--- config.mk ---
export PLATFORM = sky130hd
export DESIGN_NAME = lsu_top
export DESIGN_NICKNAME = d
export VERILOG_FILES = /design/src/common/lsu_pkg.sv /design/src/load_pipe/load_pipe.sv /design/src/source/addr_gen.sv /design/src/source/lsu_top.sv /design/src/store_pipe/store_pipe.sv /design/src/violation/violation_check.sv
export SDC_FILE = /design/constraint.sdc
export NUM_CORES = 1
export LEC_CHECK = 0
export BUFFER_PORTS_ARGS = -buffer_cell sky130_fd_sc_hd__buf_2
export CORE_AREA = 4 4 216 218
export CTS_BUF_LIST = sky130_fd_sc_hd__clkbuf_8
export DETAILED_ROUTE_END_ITERATION = 12
export DIE_AREA = 0 0 220 222
export PLACE_DENSITY = 0.84
export SLEW_MARGIN = 10
export SYNTH_ARGS = -nofsm -noshare
export SYNTH_HDL_FRONTEND = slang
export SYNTH_HIERARCHICAL = 1
export SYNTH_SLANG_ARGS = --single-unit
--- constraint.sdc ---
create_clock -name clk -period 7.6 [get_ports clk]
set_input_delay 0.76 -clock clk [delete_from_list [all_inputs] [get_ports clk]]
set_output_delay 0.76 -clock clk [all_outputs]
set_load 0.01 [all_outputs]
--- src/common/lsu_pkg.sv ---
package lsu_pkg;

    localparam int LOAD_PIPES  = 2;
    localparam int STORE_PIPES = 2;
    localparam int ADDR_W      = 32;
    localparam int MASK_W      = 4;
    localparam int LQ_W        = 4;
    localparam int ROB_W       = 6;
    localparam int RD_W        = 5;

    typedef logic [ADDR_W-1:0] addr_t;
    typedef logic [MASK_W-1:0] mask_t;

    typedef enum logic [1:0] {
        MEM_BYTE = 2'b00,
        MEM_HALF = 2'b01,
        MEM_WORD = 2'b10
    } mem_size_t;

    // wrap bit flips each time the index rolls over
    typedef struct packed {
        logic            wrap;
        logic [LQ_W-1:0] idx;
    } lq_idx_t;

    typedef struct packed {
        logic             wrap;
        logic [ROB_W-1:0] idx;
    } rob_idx_t;

    typedef struct packed {
        addr_t           base;
        addr_t           imm;
        mem_size_t       size;
        lq_idx_t         lq_idx;
        rob_idx_t        rob_idx;
        logic [RD_W-1:0] rd;
    } load_issue_t;

    // lq_idx is the slot of the first load younger than the store
    typedef struct packed {
        addr_t     base;
        addr_t     imm;
        mem_size_t size;
        lq_idx_t   lq_idx;
        rob_idx_t  rob_idx;
    } store_issue_t;

    typedef struct packed {
        addr_t           addr;
        mask_t           mask;
        lq_idx_t         lq_idx;
        rob_idx_t        rob_idx;
        logic [RD_W-1:0] rd;
    } load_enq_t;

    typedef struct packed {
        addr_t    addr;
        mask_t    mask;
        rob_idx_t rob_idx;
    } store_enq_t;

    typedef struct packed {
        logic     valid;
        addr_t    addr;
        mask_t    mask;
        lq_idx_t  lq_idx;
        rob_idx_t rob_idx;
    } viol_rec_t;

    typedef struct packed {
        logic     valid;
        rob_idx_t rob_idx;
    } redirect_t;

    // true when a is strictly older than b
    function automatic logic rob_older(rob_idx_t a, rob_idx_t b);
        return (a.wrap == b.wrap) ? (a.idx < b.idx) : (a.idx > b.idx);
    endfunction

    function automatic logic lq_older(lq_idx_t a, lq_idx_t b);
        return (a.wrap == b.wrap) ? (a.idx < b.idx) : (a.idx > b.idx);
    endfunction

endpackage

--- src/load_pipe/load_pipe.sv ---
`timescale 1ns/1ns

module load_pipe (
    input  logic                                       clk,
    input  logic                                       arst_n_i,
    input  logic        [lsu_pkg::LOAD_PIPES-1:0]      valid_i,
    input  lsu_pkg::load_issue_t [lsu_pkg::LOAD_PIPES-1:0] issue_i,
    input  lsu_pkg::redirect_t                         redirect_i,
    output logic        [lsu_pkg::LOAD_PIPES-1:0]      enq_valid_o,
    output lsu_pkg::load_enq_t [lsu_pkg::LOAD_PIPES-1:0] enq_o,
    output lsu_pkg::viol_rec_t [lsu_pkg::LOAD_PIPES-1:0] s1_rec_o,
    output lsu_pkg::viol_rec_t [lsu_pkg::LOAD_PIPES-1:0] s2_rec_o
);
    import lsu_pkg::*;

    addr_t     [LOAD_PIPES-1:0] s0_addr;
    mask_t     [LOAD_PIPES-1:0] s0_mask;
    logic      [LOAD_PIPES-1:0] s0_kill;
    load_enq_t [LOAD_PIPES-1:0] s0_rec;

    logic      [LOAD_PIPES-1:0] s1_valid;
    logic      [LOAD_PIPES-1:0] s1_kill;
    load_enq_t [LOAD_PIPES-1:0] s1_q;

    logic      [LOAD_PIPES-1:0] s2_valid;
    logic      [LOAD_PIPES-1:0] s2_kill;
    load_enq_t [LOAD_PIPES-1:0] s2_q;

    for (genvar i = 0; i < LOAD_PIPES; i++) begin : g_agu
        addr_gen u_addr_gen (
            .base_i (issue_i[i].base),
            .imm_i  (issue_i[i].imm),
            .size_i (issue_i[i].size),
            .addr_o (s0_addr[i]),
            .mask_o (s0_mask[i])
        );
    end

    // flush anything younger than the redirect, in every stage
    always_comb begin
        for (int i = 0; i < LOAD_PIPES; i++) begin
            s0_kill[i] = redirect_i.valid && rob_older(redirect_i.rob_idx, issue_i[i].rob_idx);
            s1_kill[i] = redirect_i.valid && rob_older(redirect_i.rob_idx, s1_q[i].rob_idx);
            s2_kill[i] = redirect_i.valid && rob_older(redirect_i.rob_idx, s2_q[i].rob_idx);

            s0_rec[i].addr    = s0_addr[i];
            s0_rec[i].mask    = s0_mask[i];
            s0_rec[i].lq_idx  = issue_i[i].lq_idx;
            s0_rec[i].rob_idx = issue_i[i].rob_idx;
            s0_rec[i].rd      = issue_i[i].rd;
        end
    end

    always_ff @(posedge clk or negedge arst_n_i) begin
        if (!arst_n_i) begin
            s1_valid <= '0;
            s2_valid <= '0;
        end else begin
            s1_valid <= valid_i & ~s0_kill;
            s2_valid <= s1_valid & ~s1_kill;
        end
    end

    always_ff @(posedge clk) begin
        s1_q <= s0_rec;
        s2_q <= s1_q;
    end

    assign enq_valid_o = s2_valid & ~s2_kill;
    assign enq_o       = s2_q;

    // records seen by the violation check, before this stage's flush
    always_comb begin
        for (int i = 0; i < LOAD_PIPES; i++) begin
            s1_rec_o[i].valid   = s1_valid[i];
            s1_rec_o[i].addr    = s1_q[i].addr;
            s1_rec_o[i].mask    = s1_q[i].mask;
            s1_rec_o[i].lq_idx  = s1_q[i].lq_idx;
            s1_rec_o[i].rob_idx = s1_q[i].rob_idx;

            s2_rec_o[i].valid   = s2_valid[i];
            s2_rec_o[i].addr    = s2_q[i].addr;
            s2_rec_o[i].mask    = s2_q[i].mask;
            s2_rec_o[i].lq_idx  = s2_q[i].lq_idx;
            s2_rec_o[i].rob_idx = s2_q[i].rob_idx;
        end
    end

endmodule

--- src/source/addr_gen.sv ---
`timescale 1ns/1ns

module addr_gen (
    input  lsu_pkg::addr_t     base_i,
    input  lsu_pkg::addr_t     imm_i,
    input  lsu_pkg::mem_size_t size_i,
    output lsu_pkg::addr_t     addr_o,
    output lsu_pkg::mask_t     mask_o
);
    import lsu_pkg::*;

    logic [1:0] offset;

    assign addr_o = base_i + imm_i;
    assign offset = addr_o[1:0];

    always_comb begin
        case (size_i)
            MEM_WORD: begin
                mask_o = 4'b1111;
            end
            MEM_HALF: begin
                // a half at offset 3 keeps only the top byte
                if (offset == 2'd3) begin
                    mask_o = 4'b1000;
                end else begin
                    mask_o = mask_t'(4'b0011 << offset);
                end
            end
            default: begin
                mask_o = mask_t'(4'b0001 << offset);
            end
        endcase
    end

endmodule

--- src/source/lsu_top.sv ---
`timescale 1ns/1ns

module lsu_top (
    input  logic                                           clk,
    input  logic                                           arst_n_i,
    input  logic        [lsu_pkg::LOAD_PIPES-1:0]          load_valid_i,
    input  lsu_pkg::load_issue_t [lsu_pkg::LOAD_PIPES-1:0] load_issue_i,
    input  logic        [lsu_pkg::STORE_PIPES-1:0]         store_valid_i,
    input  lsu_pkg::store_issue_t [lsu_pkg::STORE_PIPES-1:0] store_issue_i,
    input  lsu_pkg::redirect_t                             redirect_i,
    output logic        [lsu_pkg::LOAD_PIPES-1:0]          load_enq_valid_o,
    output lsu_pkg::load_enq_t [lsu_pkg::LOAD_PIPES-1:0]   load_enq_o,
    output logic        [lsu_pkg::STORE_PIPES-1:0]         store_enq_valid_o,
    output lsu_pkg::store_enq_t [lsu_pkg::STORE_PIPES-1:0] store_enq_o,
    output logic        [lsu_pkg::STORE_PIPES-1:0]         store_wb_valid_o,
    output lsu_pkg::rob_idx_t [lsu_pkg::STORE_PIPES-1:0]   store_wb_rob_o,
    output lsu_pkg::redirect_t                             mem_redirect_o
);
    import lsu_pkg::*;

    viol_rec_t [LOAD_PIPES-1:0]  load_s1_rec;
    viol_rec_t [LOAD_PIPES-1:0]  load_s2_rec;
    viol_rec_t [STORE_PIPES-1:0] store_s1_rec;

    load_pipe u_load_pipe (
        .clk         (clk),
        .arst_n_i    (arst_n_i),
        .valid_i     (load_valid_i),
        .issue_i     (load_issue_i),
        .redirect_i  (redirect_i),
        .enq_valid_o (load_enq_valid_o),
        .enq_o       (load_enq_o),
        .s1_rec_o    (load_s1_rec),
        .s2_rec_o    (load_s2_rec)
    );

    store_pipe u_store_pipe (
        .clk         (clk),
        .arst_n_i    (arst_n_i),
        .valid_i     (store_valid_i),
        .issue_i     (store_issue_i),
        .redirect_i  (redirect_i),
        .enq_valid_o (store_enq_valid_o),
        .enq_o       (store_enq_o),
        .wb_valid_o  (store_wb_valid_o),
        .wb_rob_o    (store_wb_rob_o),
        .s1_rec_o    (store_s1_rec)
    );

    violation_check u_violation_check (
        .clk            (clk),
        .arst_n_i       (arst_n_i),
        .store_rec_i    (store_s1_rec),
        .load_s1_rec_i  (load_s1_rec),
        .load_s2_rec_i  (load_s2_rec),
        .mem_redirect_o (mem_redirect_o)
    );

endmodule

--- src/store_pipe/store_pipe.sv ---
`timescale 1ns/1ns

module store_pipe (
    input  logic                                          clk,
    input  logic                                          arst_n_i,
    input  logic        [lsu_pkg::STORE_PIPES-1:0]        valid_i,
    input  lsu_pkg::store_issue_t [lsu_pkg::STORE_PIPES-1:0] issue_i,
    input  lsu_pkg::redirect_t                            redirect_i,
    output logic        [lsu_pkg::STORE_PIPES-1:0]        enq_valid_o,
    output lsu_pkg::store_enq_t [lsu_pkg::STORE_PIPES-1:0] enq_o,
    output logic        [lsu_pkg::STORE_PIPES-1:0]        wb_valid_o,
    output lsu_pkg::rob_idx_t [lsu_pkg::STORE_PIPES-1:0]  wb_rob_o,
    output lsu_pkg::viol_rec_t [lsu_pkg::STORE_PIPES-1:0] s1_rec_o
);
    import lsu_pkg::*;

    addr_t      [STORE_PIPES-1:0] s0_addr;
    mask_t      [STORE_PIPES-1:0] s0_mask;
    logic       [STORE_PIPES-1:0] s0_kill;

    logic       [STORE_PIPES-1:0] s1_valid;
    logic       [STORE_PIPES-1:0] s1_kill;
    store_enq_t [STORE_PIPES-1:0] s1_q;
    lq_idx_t    [STORE_PIPES-1:0] s1_lq;

    logic       [STORE_PIPES-1:0] wb_valid_q;
    rob_idx_t   [STORE_PIPES-1:0] wb_rob_q;

    for (genvar i = 0; i < STORE_PIPES; i++) begin : g_agu
        addr_gen u_addr_gen (
            .base_i (issue_i[i].base),
            .imm_i  (issue_i[i].imm),
            .size_i (issue_i[i].size),
            .addr_o (s0_addr[i]),
            .mask_o (s0_mask[i])
        );
    end

    always_comb begin
        for (int i = 0; i < STORE_PIPES; i++) begin
            s0_kill[i] = redirect_i.valid && rob_older(redirect_i.rob_idx, issue_i[i].rob_idx);
            s1_kill[i] = redirect_i.valid && rob_older(redirect_i.rob_idx, s1_q[i].rob_idx);
        end
    end

    always_ff @(posedge clk or negedge arst_n_i) begin
        if (!arst_n_i) begin
            s1_valid   <= '0;
            wb_valid_q <= '0;
        end else begin
            s1_valid   <= valid_i & ~s0_kill;
            wb_valid_q <= enq_valid_o;
        end
    end

    always_ff @(posedge clk) begin
        for (int i = 0; i < STORE_PIPES; i++) begin
            s1_q[i].addr    <= s0_addr[i];
            s1_q[i].mask    <= s0_mask[i];
            s1_q[i].rob_idx <= issue_i[i].rob_idx;
            s1_lq[i]        <= issue_i[i].lq_idx;
            wb_rob_q[i]     <= s1_q[i].rob_idx;
        end
    end

    // handed to the store queue in S1, written back one cycle later
    assign enq_valid_o = s1_valid & ~s1_kill;
    assign enq_o       = s1_q;
    assign wb_valid_o  = wb_valid_q;
    assign wb_rob_o    = wb_rob_q;

    always_comb begin
        for (int i = 0; i < STORE_PIPES; i++) begin
            s1_rec_o[i].valid   = s1_valid[i];
            s1_rec_o[i].addr    = s1_q[i].addr;
            s1_rec_o[i].mask    = s1_q[i].mask;
            s1_rec_o[i].lq_idx  = s1_lq[i];
            s1_rec_o[i].rob_idx = s1_q[i].rob_idx;
        end
    end

endmodule

--- src/violation/violation_check.sv ---
`timescale 1ns/1ns

module violation_check (
    input  logic                                          clk,
    input  logic                                          arst_n_i,
    input  lsu_pkg::viol_rec_t [lsu_pkg::STORE_PIPES-1:0] store_rec_i,
    input  lsu_pkg::viol_rec_t [lsu_pkg::LOAD_PIPES-1:0]  load_s1_rec_i,
    input  lsu_pkg::viol_rec_t [lsu_pkg::LOAD_PIPES-1:0]  load_s2_rec_i,
    output lsu_pkg::redirect_t                            mem_redirect_o
);
    import lsu_pkg::*;

    viol_rec_t [STORE_PIPES-1:0][LOAD_PIPES-1:0] s1_hit;
    viol_rec_t [STORE_PIPES-1:0][LOAD_PIPES-1:0] s2_hit;
    viol_rec_t [STORE_PIPES-1:0] s1_sel;
    viol_rec_t [STORE_PIPES-1:0] s2_sel;
    viol_rec_t [STORE_PIPES-1:0] s1_sel_q;
    viol_rec_t [STORE_PIPES-1:0] s2_sel_q;
    viol_rec_t s1_oldest;
    viol_rec_t s2_oldest;
    viol_rec_t final_sel;
    viol_rec_t final_q;

    // load record with valid set when it ran ahead of the store
    function automatic viol_rec_t check(viol_rec_t st, viol_rec_t ld);
        viol_rec_t res;
        res = ld;
        res.valid = st.valid && ld.valid
            && (st.addr[ADDR_W-1:2] == ld.addr[ADDR_W-1:2])
            && (|(st.mask & ld.mask))
            && !lq_older(ld.lq_idx, st.lq_idx);
        return res;
    endfunction

    // keeps a on a tie or when b is empty
    function automatic viol_rec_t pick_older(viol_rec_t a, viol_rec_t b);
        logic take_a;
        take_a = a.valid && (!b.valid || !lq_older(b.lq_idx, a.lq_idx));
        return take_a ? a : b;
    endfunction

    always_comb begin
        for (int i = 0; i < STORE_PIPES; i++) begin
            for (int j = 0; j < LOAD_PIPES; j++) begin
                s1_hit[i][j] = check(store_rec_i[i], load_s1_rec_i[j]);
                s2_hit[i][j] = check(store_rec_i[i], load_s2_rec_i[j]);
            end
            s1_sel[i] = pick_older(s1_hit[i][0], s1_hit[i][1]);
            s2_sel[i] = pick_older(s2_hit[i][0], s2_hit[i][1]);
        end
    end

    // first stage, one winner per store
    always_ff @(posedge clk or negedge arst_n_i) begin
        if (!arst_n_i) begin
            s1_sel_q <= '0;
            s2_sel_q <= '0;
        end else begin
            s1_sel_q <= s1_sel;
            s2_sel_q <= s2_sel;
        end
    end

    // second stage, across stores and then across load stages
    assign s1_oldest = pick_older(s1_sel_q[0], s1_sel_q[1]);
    assign s2_oldest = pick_older(s2_sel_q[0], s2_sel_q[1]);
    assign final_sel = pick_older(s1_oldest, s2_oldest);

    always_ff @(posedge clk or negedge arst_n_i) begin
        if (!arst_n_i) begin
            final_q <= '0;
        end else begin
            final_q <= final_sel;
        end
    end

    assign mem_redirect_o.valid   = final_q.valid;
    assign mem_redirect_o.rob_idx = final_q.rob_idx;

endmodule
[Yosys cells after proc, flatten, opt, wreduce, memory -nomap -nowiden]
Cells that the tools add are included.
Cells by class
  shifts and indexed selects: 8
  equal/unequal tests: 43
  order comparisons: 46
  reduce and logical (&&, ||, !) cells: 84
  bitwise operators: 18
  muxes and demuxes: 38
  add/sub/neg operators: 4
Operator list (number)
  49-bit 2-to-1 mux: 7
  30-bit == test: 8
  32-bit adder: 4
  6-bit greater-than comparator: 10
  6-bit less-than comparator: 10
  4-bit greater-than comparator: 13
  4-bit less-than comparator: 13
  1-bit logical AND: 49
  4-bit bitwise AND: 8
  4-bit case mux with 2 select lines: 4
  4-bit OR reduction: 8
  1-bit == test: 23
  1-bit 2-to-1 mux: 23
  1-bit zero test: 20
  2-bit == test (second input constant): 8
  4-bit 2-to-1 mux: 4
  1-bit by 2-bit left shift with 4-bit output (first input constant): 4
  2-bit by 2-bit left shift with 4-bit output (first input constant): 4
  2-bit bitwise AND: 5
  2-bit NOT: 5
  2-bit by 1-bit == test with 1-bit output (second input constant): 4
  1-bit logical OR: 7
Word-level totals
  input bits: 336
  logic and storage cells: 320
  register bits after elaboration: 534
  output and inout port bits: 220

[Logic depth before layout (Yosys ltp)]
Gate-level depths: netlist (run 1).
  depth in word-level cells: 12
  gate-level depth with buffers: 19
  mapped depth without buffers: 17

[Modules after synthesis]
Netlist (run 1), hierarchy kept.
Modules (own cells, without submodules)
  violation_check: seq. area each 1501.4 um^2, instances 1, area an instance 7035.5 um^2, cells each 765
  load_pipe: seq. area each 4344.2 um^2, instances 1, area an instance 6917.9 um^2, cells each 568
  addr_gen at u_load_pipe.g_agu[1].u_addr_gen ...: seq. area each 0.0 um^2, instances 3, area an instance 2079.5 um^2, cells each 305
  store_pipe: seq. area each 2302.2 um^2, instances 1, area an instance 3679.8 um^2, cells each 305
  addr_gen at u_load_pipe.g_agu[0].u_addr_gen: seq. area each 0.0 um^2, instances 1, area an instance 1919.3 um^2, cells each 270

[Worst setup path after synthesis (run 1)]
OpenSTA, ideal clock, no wires.
  kind: register to register
  start point: reg u_violation_check/s1_sel_q[58] in the netlist's numbering
  end point: reg u_violation_check.final_q (netlist bit u_violation_check/mem_redirect_o[0])
  arrival: 3774 ps
  path slack: 3746 ps
  data required time: 7521 ps
  stages on the path, launching flop included: 19
  path buffers: 2
  clock period less this slack: 3854 ps
  setup time: 79 ps
  cells stage by stage: dfrtp_1 ha_1 a21oi_1 o21ai_0 a211oi_1 a31o_1 a21o_1 clkbuf_1 clkbuf_1 nor2_1 a21oi_1 ha_1 nor2b_1 o211ai_1 nand2_1 nand4_1 mux2i_1 a2111oi_4 mux2i_1
RTL lines
  start, declared: RTL line violation_check.sv:17  | viol_rec_t [STORE_PIPES-1:0] s1_sel_q;
  start signal, assigned: RTL line violation_check.sv:59  | s1_sel_q <= s1_sel;
  end signal, assigned: RTL line violation_check.sv:73  | final_q <= final_sel;
  end, declared: RTL line violation_check.sv:22  | viol_rec_t final_q;

==> results of run 1 <==
final cells by class:
class / count / area, sq um / area share
antenna: 2 / 5.00 / 0.000177
clock buffer: 78 / 1070 / 0.0379
clock inverter: 42 / 303 / 0.0107
inverter: 134 / 503 / 0.0178
multi-input combinational: 1945 / 14700 / 0.520
sequential: 390 / 8150 / 0.288
tap: 600 / 751 / 0.0265
timing repair buffer: 560 / 2820 / 0.0994
critical path, cell delays in order (launching register included):
cell       delay (ns)
dfrtp_1          0.38
ha_1             0.31
a21oi_1          0.20
o21ai_0          0.14
a211oi_1         0.25
a31o_1           0.12
a21o_1           0.49
nor2_1           0.09
a21oi_1          0.16
ha_1             0.27
nor2b_1          0.13
o211ai_1         0.18
nand2_1          0.14
nand4_1          0.13
mux2i_1          0.12
a2111oi_4        0.72
mux2i_1          0.27
power by group through the flow:
stage	combinational, uW	clock, uW	sequential (uW)
final	1980	1960	2950
after floorplan	1730	0	2610
after CTS	1940	1990	2920
after global placement	1900	0	2960
after global routing	2150	2080	2950
after detailed placement	1930	0	2960
sequential cells by signal, summed over array words and instances, names as in the netlist:
signal                            flops
u_load_pipe/enq_o                   106
u_load_pipe/s1_q                     10
u_load_pipe/s1_rec_o                 96
u_load_pipe/s1_valid                  2
u_load_pipe/s2_valid                  2
u_store_pipe/enq_o                   86
u_store_pipe/s1_rec_o                10
u_store_pipe/s1_valid                 2
u_store_pipe/wb_rob_o                14
u_store_pipe/wb_valid_o               2
u_violation_check/mem_redirect_o      8
u_violation_check/s1_sel_q           26
u_violation_check/s2_sel_q           26
metrics by stage:
stage               setup WS, ns  instance area (sq um)  std cells  hold WS, ns
floorplan                   3.75                  25600       2797        0.310
finish                      3.41                  28300       3751        0.230
global placement            3.35                  26900       3629        0.310
detailed placement          3.13                  26900       3629        0.312
global route                3.15                  28300       3751        0.212
CTS                         3.08                  28300       3749        0.198
how the worst max path moves through the flow:
| stage | from | to | slack [ns] | cells after the start |
|---|---|---|---|---|
| after global routing | u_violation_check/s2_sel_q[58] | u_violation_check/mem_redirect_o[2] | 3.15 | 15 |
| final | u_violation_check/s1_sel_q[58] | u_violation_check/mem_redirect_o[2] | 3.41 | 16 |
| after CTS | u_violation_check/s2_sel_q[58] | u_violation_check/mem_redirect_o[2] | 3.08 | 15 |
| after global placement | u_violation_check/s2_sel_q[59] | u_violation_check/mem_redirect_o[3] | 3.35 | 15 |
| after detailed placement | u_violation_check/s2_sel_q[58] | u_violation_check/mem_redirect_o[2] | 3.13 | 15 |
| after floorplan | u_violation_check/s1_sel_q[58] | u_violation_check/mem_redirect_o[0] | 3.75 | 18 |
layer usage:
metal,vias up,GRT usage
met2,1124,0.537
met1,10200,0.410
li1,10200,-
met4,0,0.138
met3,208,0.0751
met5,-,0
==> impl_metrics.json, run 1 <==
{
  "gp_congestion": 1.03,
  "core_area_sq_um": 44900,
  "cts_tree": "built",
  "slew_viol_final": 0,
  "top_layer": "met4",
  "final_cell_mix": "buf_2, dfxtp_1, ha_1, xnor2_1, a21oi_1",
  "sw_frac_of_total": 0.373,
  "total_power_uw": 6890,
  "relSlewSlack": 0.401,
  "total_leakage_power_uw": 0.0135,
  "powerDensity_nw_per_um2": 243,
  "grt_max_degree": 69,
  "clock_latency_ns": 0.63,
  "ys_warn_count": 6,
  "final_util": 0.631,
  "fin_nets": 3702,
  "n_fill_cell": 3880,
  "row_count": 78,
  "areaGrowthSynthToFinish_pct": 10.7,
  "h-tree-depth": 3,
  "dp_hpwl_um": 67700,
  "crit_required_ns": 8.15,
  "numCtsBuffers": 67,
  "clockBufferDepth": 3,
  "syn_inst": 2797,
  "crit_arrival_ns": 4.74,
  "setup_viol": 0,
  "irDropWorstVdd_v": 0.000123,
  "routedLengthMet1_um": 32800,
  "first_pass_iters": 6,
  "fmax_mhz": 239,
  "post_cts_buffers": 0,
  "finalHoldViolCount": 0,
  "layout_commonest_cell": "buf_2",
  "postRouteAntennaNets": 0,
  "crit_type": "flop to flop",
  "reg2reg_from": "u_violation_check/s1_sel_q[58]",
  "drt_iter0_markers": 2003,
  "grt_overflow": 0,
  "post_cts_resized": 0,
  "rsz0062_at_grt": "no",
  "drc": 0,
  "status": "completed",
  "hold_path_depth": 1,
  "clock_power_share": 0.285,
  "r2r_end": "u_violation_check/mem_redirect_o[2]",
  "power.switching_uw": 2570,
  "grt_pass1_wl_um": 123000,
  "p_int_uw": 4320,
  "synthesis.nets": 3401,
  "ios": 556,
  "vias": 21800,
  "drive_above_1_share": 0.228,
  "finalCriticalPeriod_ns": 4.19,
  "skew_ns": 0.0339,
  "cts.clk_slew.worst_paths_ns": 0.06,
  "antenna_found_initial": 2,
  "fp.dieW_um": 220,
  "cp_max_fo": 14,
  "r2r_setup_slack_ns": 3.41,
  "cts_root_buf": "clkbuf_8",
  "power_frac_seq": 0.428,
  "hold_end": "u_load_pipe/s1_q[1]",
  "wl_met2_um": 39100,
  "dieArea_sq_um": 48800,
  "hp-class": "input port to flop",
  "fin_tns_setup_ns": 0,
  "wl_met3_um": 7890,
  "hold_start": "load_issue_i[1]",
  "wire_per_inst_um": 22.2,
  "tightest_slew_ns": 0.898,
  "cts.sinks": 390,
  "grt_pass1_vias": 21000,
  "start_kind": "flop",
  "avgSynthCellArea_sq_um": 9.15,
  "r2r_cells": 16,
  "grtUsageTotal": 0.326,
  "synth_area_sq_um": 25600,
  "wl_um": 83500,
  "port_buffers": 555,
  "avgViaCountPerCell": 5.80,
  "fin_crit_sh": 0.552,
  "critPathCaptureType": "flop",
  "drv_cap": 0,
  "combPwrFrac": 0.287,
  "start_util": 0.570,
  "cts_hold_buffers": 0,
  "die_h_um": 222
}
No activity file was read; power rests on OpenSTA's default activity.
==> inputs of run 2 (changes only) <==
--- a/config.mk
+++ b/config.mk
@@ -6,11 +6,12 @@
 export NUM_CORES = 1
 export LEC_CHECK = 0
 export BUFFER_PORTS_ARGS = -buffer_cell sky130_fd_sc_hd__buf_2
-export CORE_AREA = 4 4 216 218
+export CORE_ASPECT_RATIO = 2
+export CORE_MARGIN = 4
+export CORE_UTILIZATION = 52
 export CTS_BUF_LIST = sky130_fd_sc_hd__clkbuf_8
 export DETAILED_ROUTE_END_ITERATION = 12
-export DIE_AREA = 0 0 220 222
-export PLACE_DENSITY = 0.84
+export PLACE_DENSITY = 0.8
 export SLEW_MARGIN = 10
 export SYNTH_ARGS = -nofsm -noshare
 export SYNTH_HDL_FRONTEND = slang
==> constraint.sdc (replaced) <==
create_clock -name clk -period 3.77 [get_ports clk]
set_input_delay 0.377 -clock clk [delete_from_list [all_inputs] [get_ports clk]]
set_output_delay 0.377 -clock clk [all_outputs]
set_load 0.01 [all_outputs]
==> impl_metrics.json, run 2 (synthesis results as in run 1) <==
{
  "clockBufferDepth": 3,
  "n_fill_cell": 4303,
  "r2r_setup_slack_ns": 0.19,
  "vias": 22200,
  "ios": 556,
  "crit_slowest_cell": "a2111oi_4",
  "grt_pass1_wl_um": 135000,
  "reg2reg_from": "u_violation_check/s1_sel_q[58]",
  "wire_per_inst_um": 24.5,
  "cts_root_buf": "clkbuf_8",
  "die_h_um": 322,
  "drc": 0,
  "dp_hpwl_um": 77700,
  "slew_viol_final": 0,
  "crit_required_ns": 4.34,
  "drt_iter0_markers": 1326,
  "hold_end": "u_store_pipe/enq_o[54]",
  "fmax_mhz": 280,
  "row_count": 114,
  "hp-class": "input port to flop",
  "crit_buf_inv": 1,
  "r2r_cells": 17,
  "wl_um": 94300,
  "fin_nets": 3765,
  "crit_type": "flop to flop",
  "cp_max_fo": 8,
  "dpl_cell_area_sq_um": 27100,
  "layout_commonest_cell": "buf_2",
  "drive_above_1_share": 0.224,
  "relSlewSlack": 0.438,
  "post_cts_buffers": 0,
  "numCtsBuffers": 54,
  "fin_area_sq_um": 28900,
  "skew_ns": 0.0331,
  "r2r_end": "u_violation_check/mem_redirect_o[2]",
  "h-tree-depth": 2,
  "cts.clk_slew.worst_paths_ns": 0.07,
  "final_cell_mix": "buf_2, dfxtp_1, ha_1, xnor2_1, a21oi_1",
  "port_buffers": 555,
  "grt_overflow": 0,
  "post-place-cells": 3680,
  "critPathCaptureType": "flop",
  "critPathMaxStageDelay_ns": 0.39,
  "areaGrowthSynthToFinish_pct": 12.9,
  "grtUsageTotal": 0.341,
  "cp_top_family": "compound AO/OA/AOI/OAI gates",
  "first_pass_iters": 5,
  "grt_pass1_vias": 22800,
  "dieArea_sq_um": 53100,
  "antenna_found_initial": 7,
  "total_leakage_power_uw": 0.0137,
  "drv_cap": 0,
  "hold_path_depth": 2,
  "irDropWorstVdd_v": 0.000294,
  "fp.dieW_um": 165,
  "finalHoldViolCount": 0,
  "cts_tree": "built",
  "avgViaCountPerCell": 5.77,
  "cts.sinks": 390,
  "largest_reg_flops": 106,
  "fin_crit_sh": 0.949,
  "fin_cells": 3850,
  "core_area_sq_um": 48500,
  "gp_congestion": 1.07,
  "hold_start": "store_issue_i[92]",
  "finalCriticalPeriod_ns": 3.58,
  "crit_arrival_ns": 4.14,
  "start_util": 0.528,
  "crit_path_cell_trace": "ha_1 -> a21oi_2 -> o21ai_0 -> a211oi_1 -> a31o_1 -> a21o_2 -> nor2_1 -> a21oi_1 -> ha_1 -> nor2b_1 -> o211ai_1 -> nand2_1 -> nand2_1 -> a21oi_1 -> a2111oi_4 -> buf_6 -> mux2i_1",
  "postRouteAntennaNets": 0,
  "start_kind": "flop",
  "status": "completed",
  "tightest_slew_ns": 0.843,
  "grt_max_degree": 34,
  "powerDensity_nw_per_um2": 473,
  "clock_latency_ns": 0.65,
  "setup_viol": 0
}
run 2: cell types whose count changed in the layout (fill, tap and decap cells not counted), sizes merged:
cell and change:
diode +5, inv -10, dlygate4sd3 +63, clkbuf -14
clkinv +4, buf +13
run 2: cell type report:
cell class              instances  area, sq um  share of cell area
inverters                     134          503              0.0174
multi-input cells            1945        14700               0.510
well taps                     638          798              0.0276
repair buffers                636         3550               0.123
clock inverters                36          263             0.00909
diodes                          7         17.5            0.000606
flip-flops and latches        390         8150               0.282
clock buffers                  64          881              0.0305
run 2: power breakdown:
part | internal [uW] | total, uW | switching (uW)
Combinational | 1900 | 4250 | 2350
Sequential | 4740 | 5950 | 1210
Clock | 1770 | 3470 | 1700
run 2: metal layers:
metal,share of wire,up-vias,global-route usage
li1,-,10300,-
met1,0.32,10300,0.311
met2,0.51,1102,0.618
met3,0.065,446,0.0695
met4,0.11,0,0.309
met5,0,-,0
run 2: repair_timing:
| action | CTS | global route |
|---|---|---|
| hold buffers | 63 | 0 |
| gates resized for setup | 0 | 4 |
| hold endpoints to repair | 93 | 0 |
| setup endpoints to repair | 0 | 7 |
run 2: worst max path at each step:
stage,from,to,slack (ns),cells after the start
finish,u_violation_check/s1_sel_q[58],u_violation_check/mem_redirect_o[2],0.19,17
detailed placement,u_violation_check/s1_sel_q[9],u_violation_check/mem_redirect_o[2],0.15,18
CTS,u_violation_check/s1_sel_q[58],u_violation_check/mem_redirect_o[2],0.14,17
global route,u_violation_check/s1_sel_q[9],u_violation_check/mem_redirect_o[6],-0.03,18
global placement,u_violation_check/s2_sel_q[58],u_violation_check/mem_redirect_o[3],0.25,17
floorplan,u_violation_check/s1_sel_q[58],u_violation_check/mem_redirect_o[0],0.08,18
run 2: per-stage QoR:
step,power (uW),hold WS (ns),util,worst slack (ns),TNS (ns)
after floorplan,8750,0.0814,-,0.0827,0
after global placement,10000,0.310,0.559,0.254,0
after detailed placement,10100,0.315,0.559,0.148,0
after CTS,13600,0.00225,0.595,0.142,0
after global routing,14200,0.0343,0.596,-0.0289,-0.0686
final,13700,0.0491,0.596,0.194,0
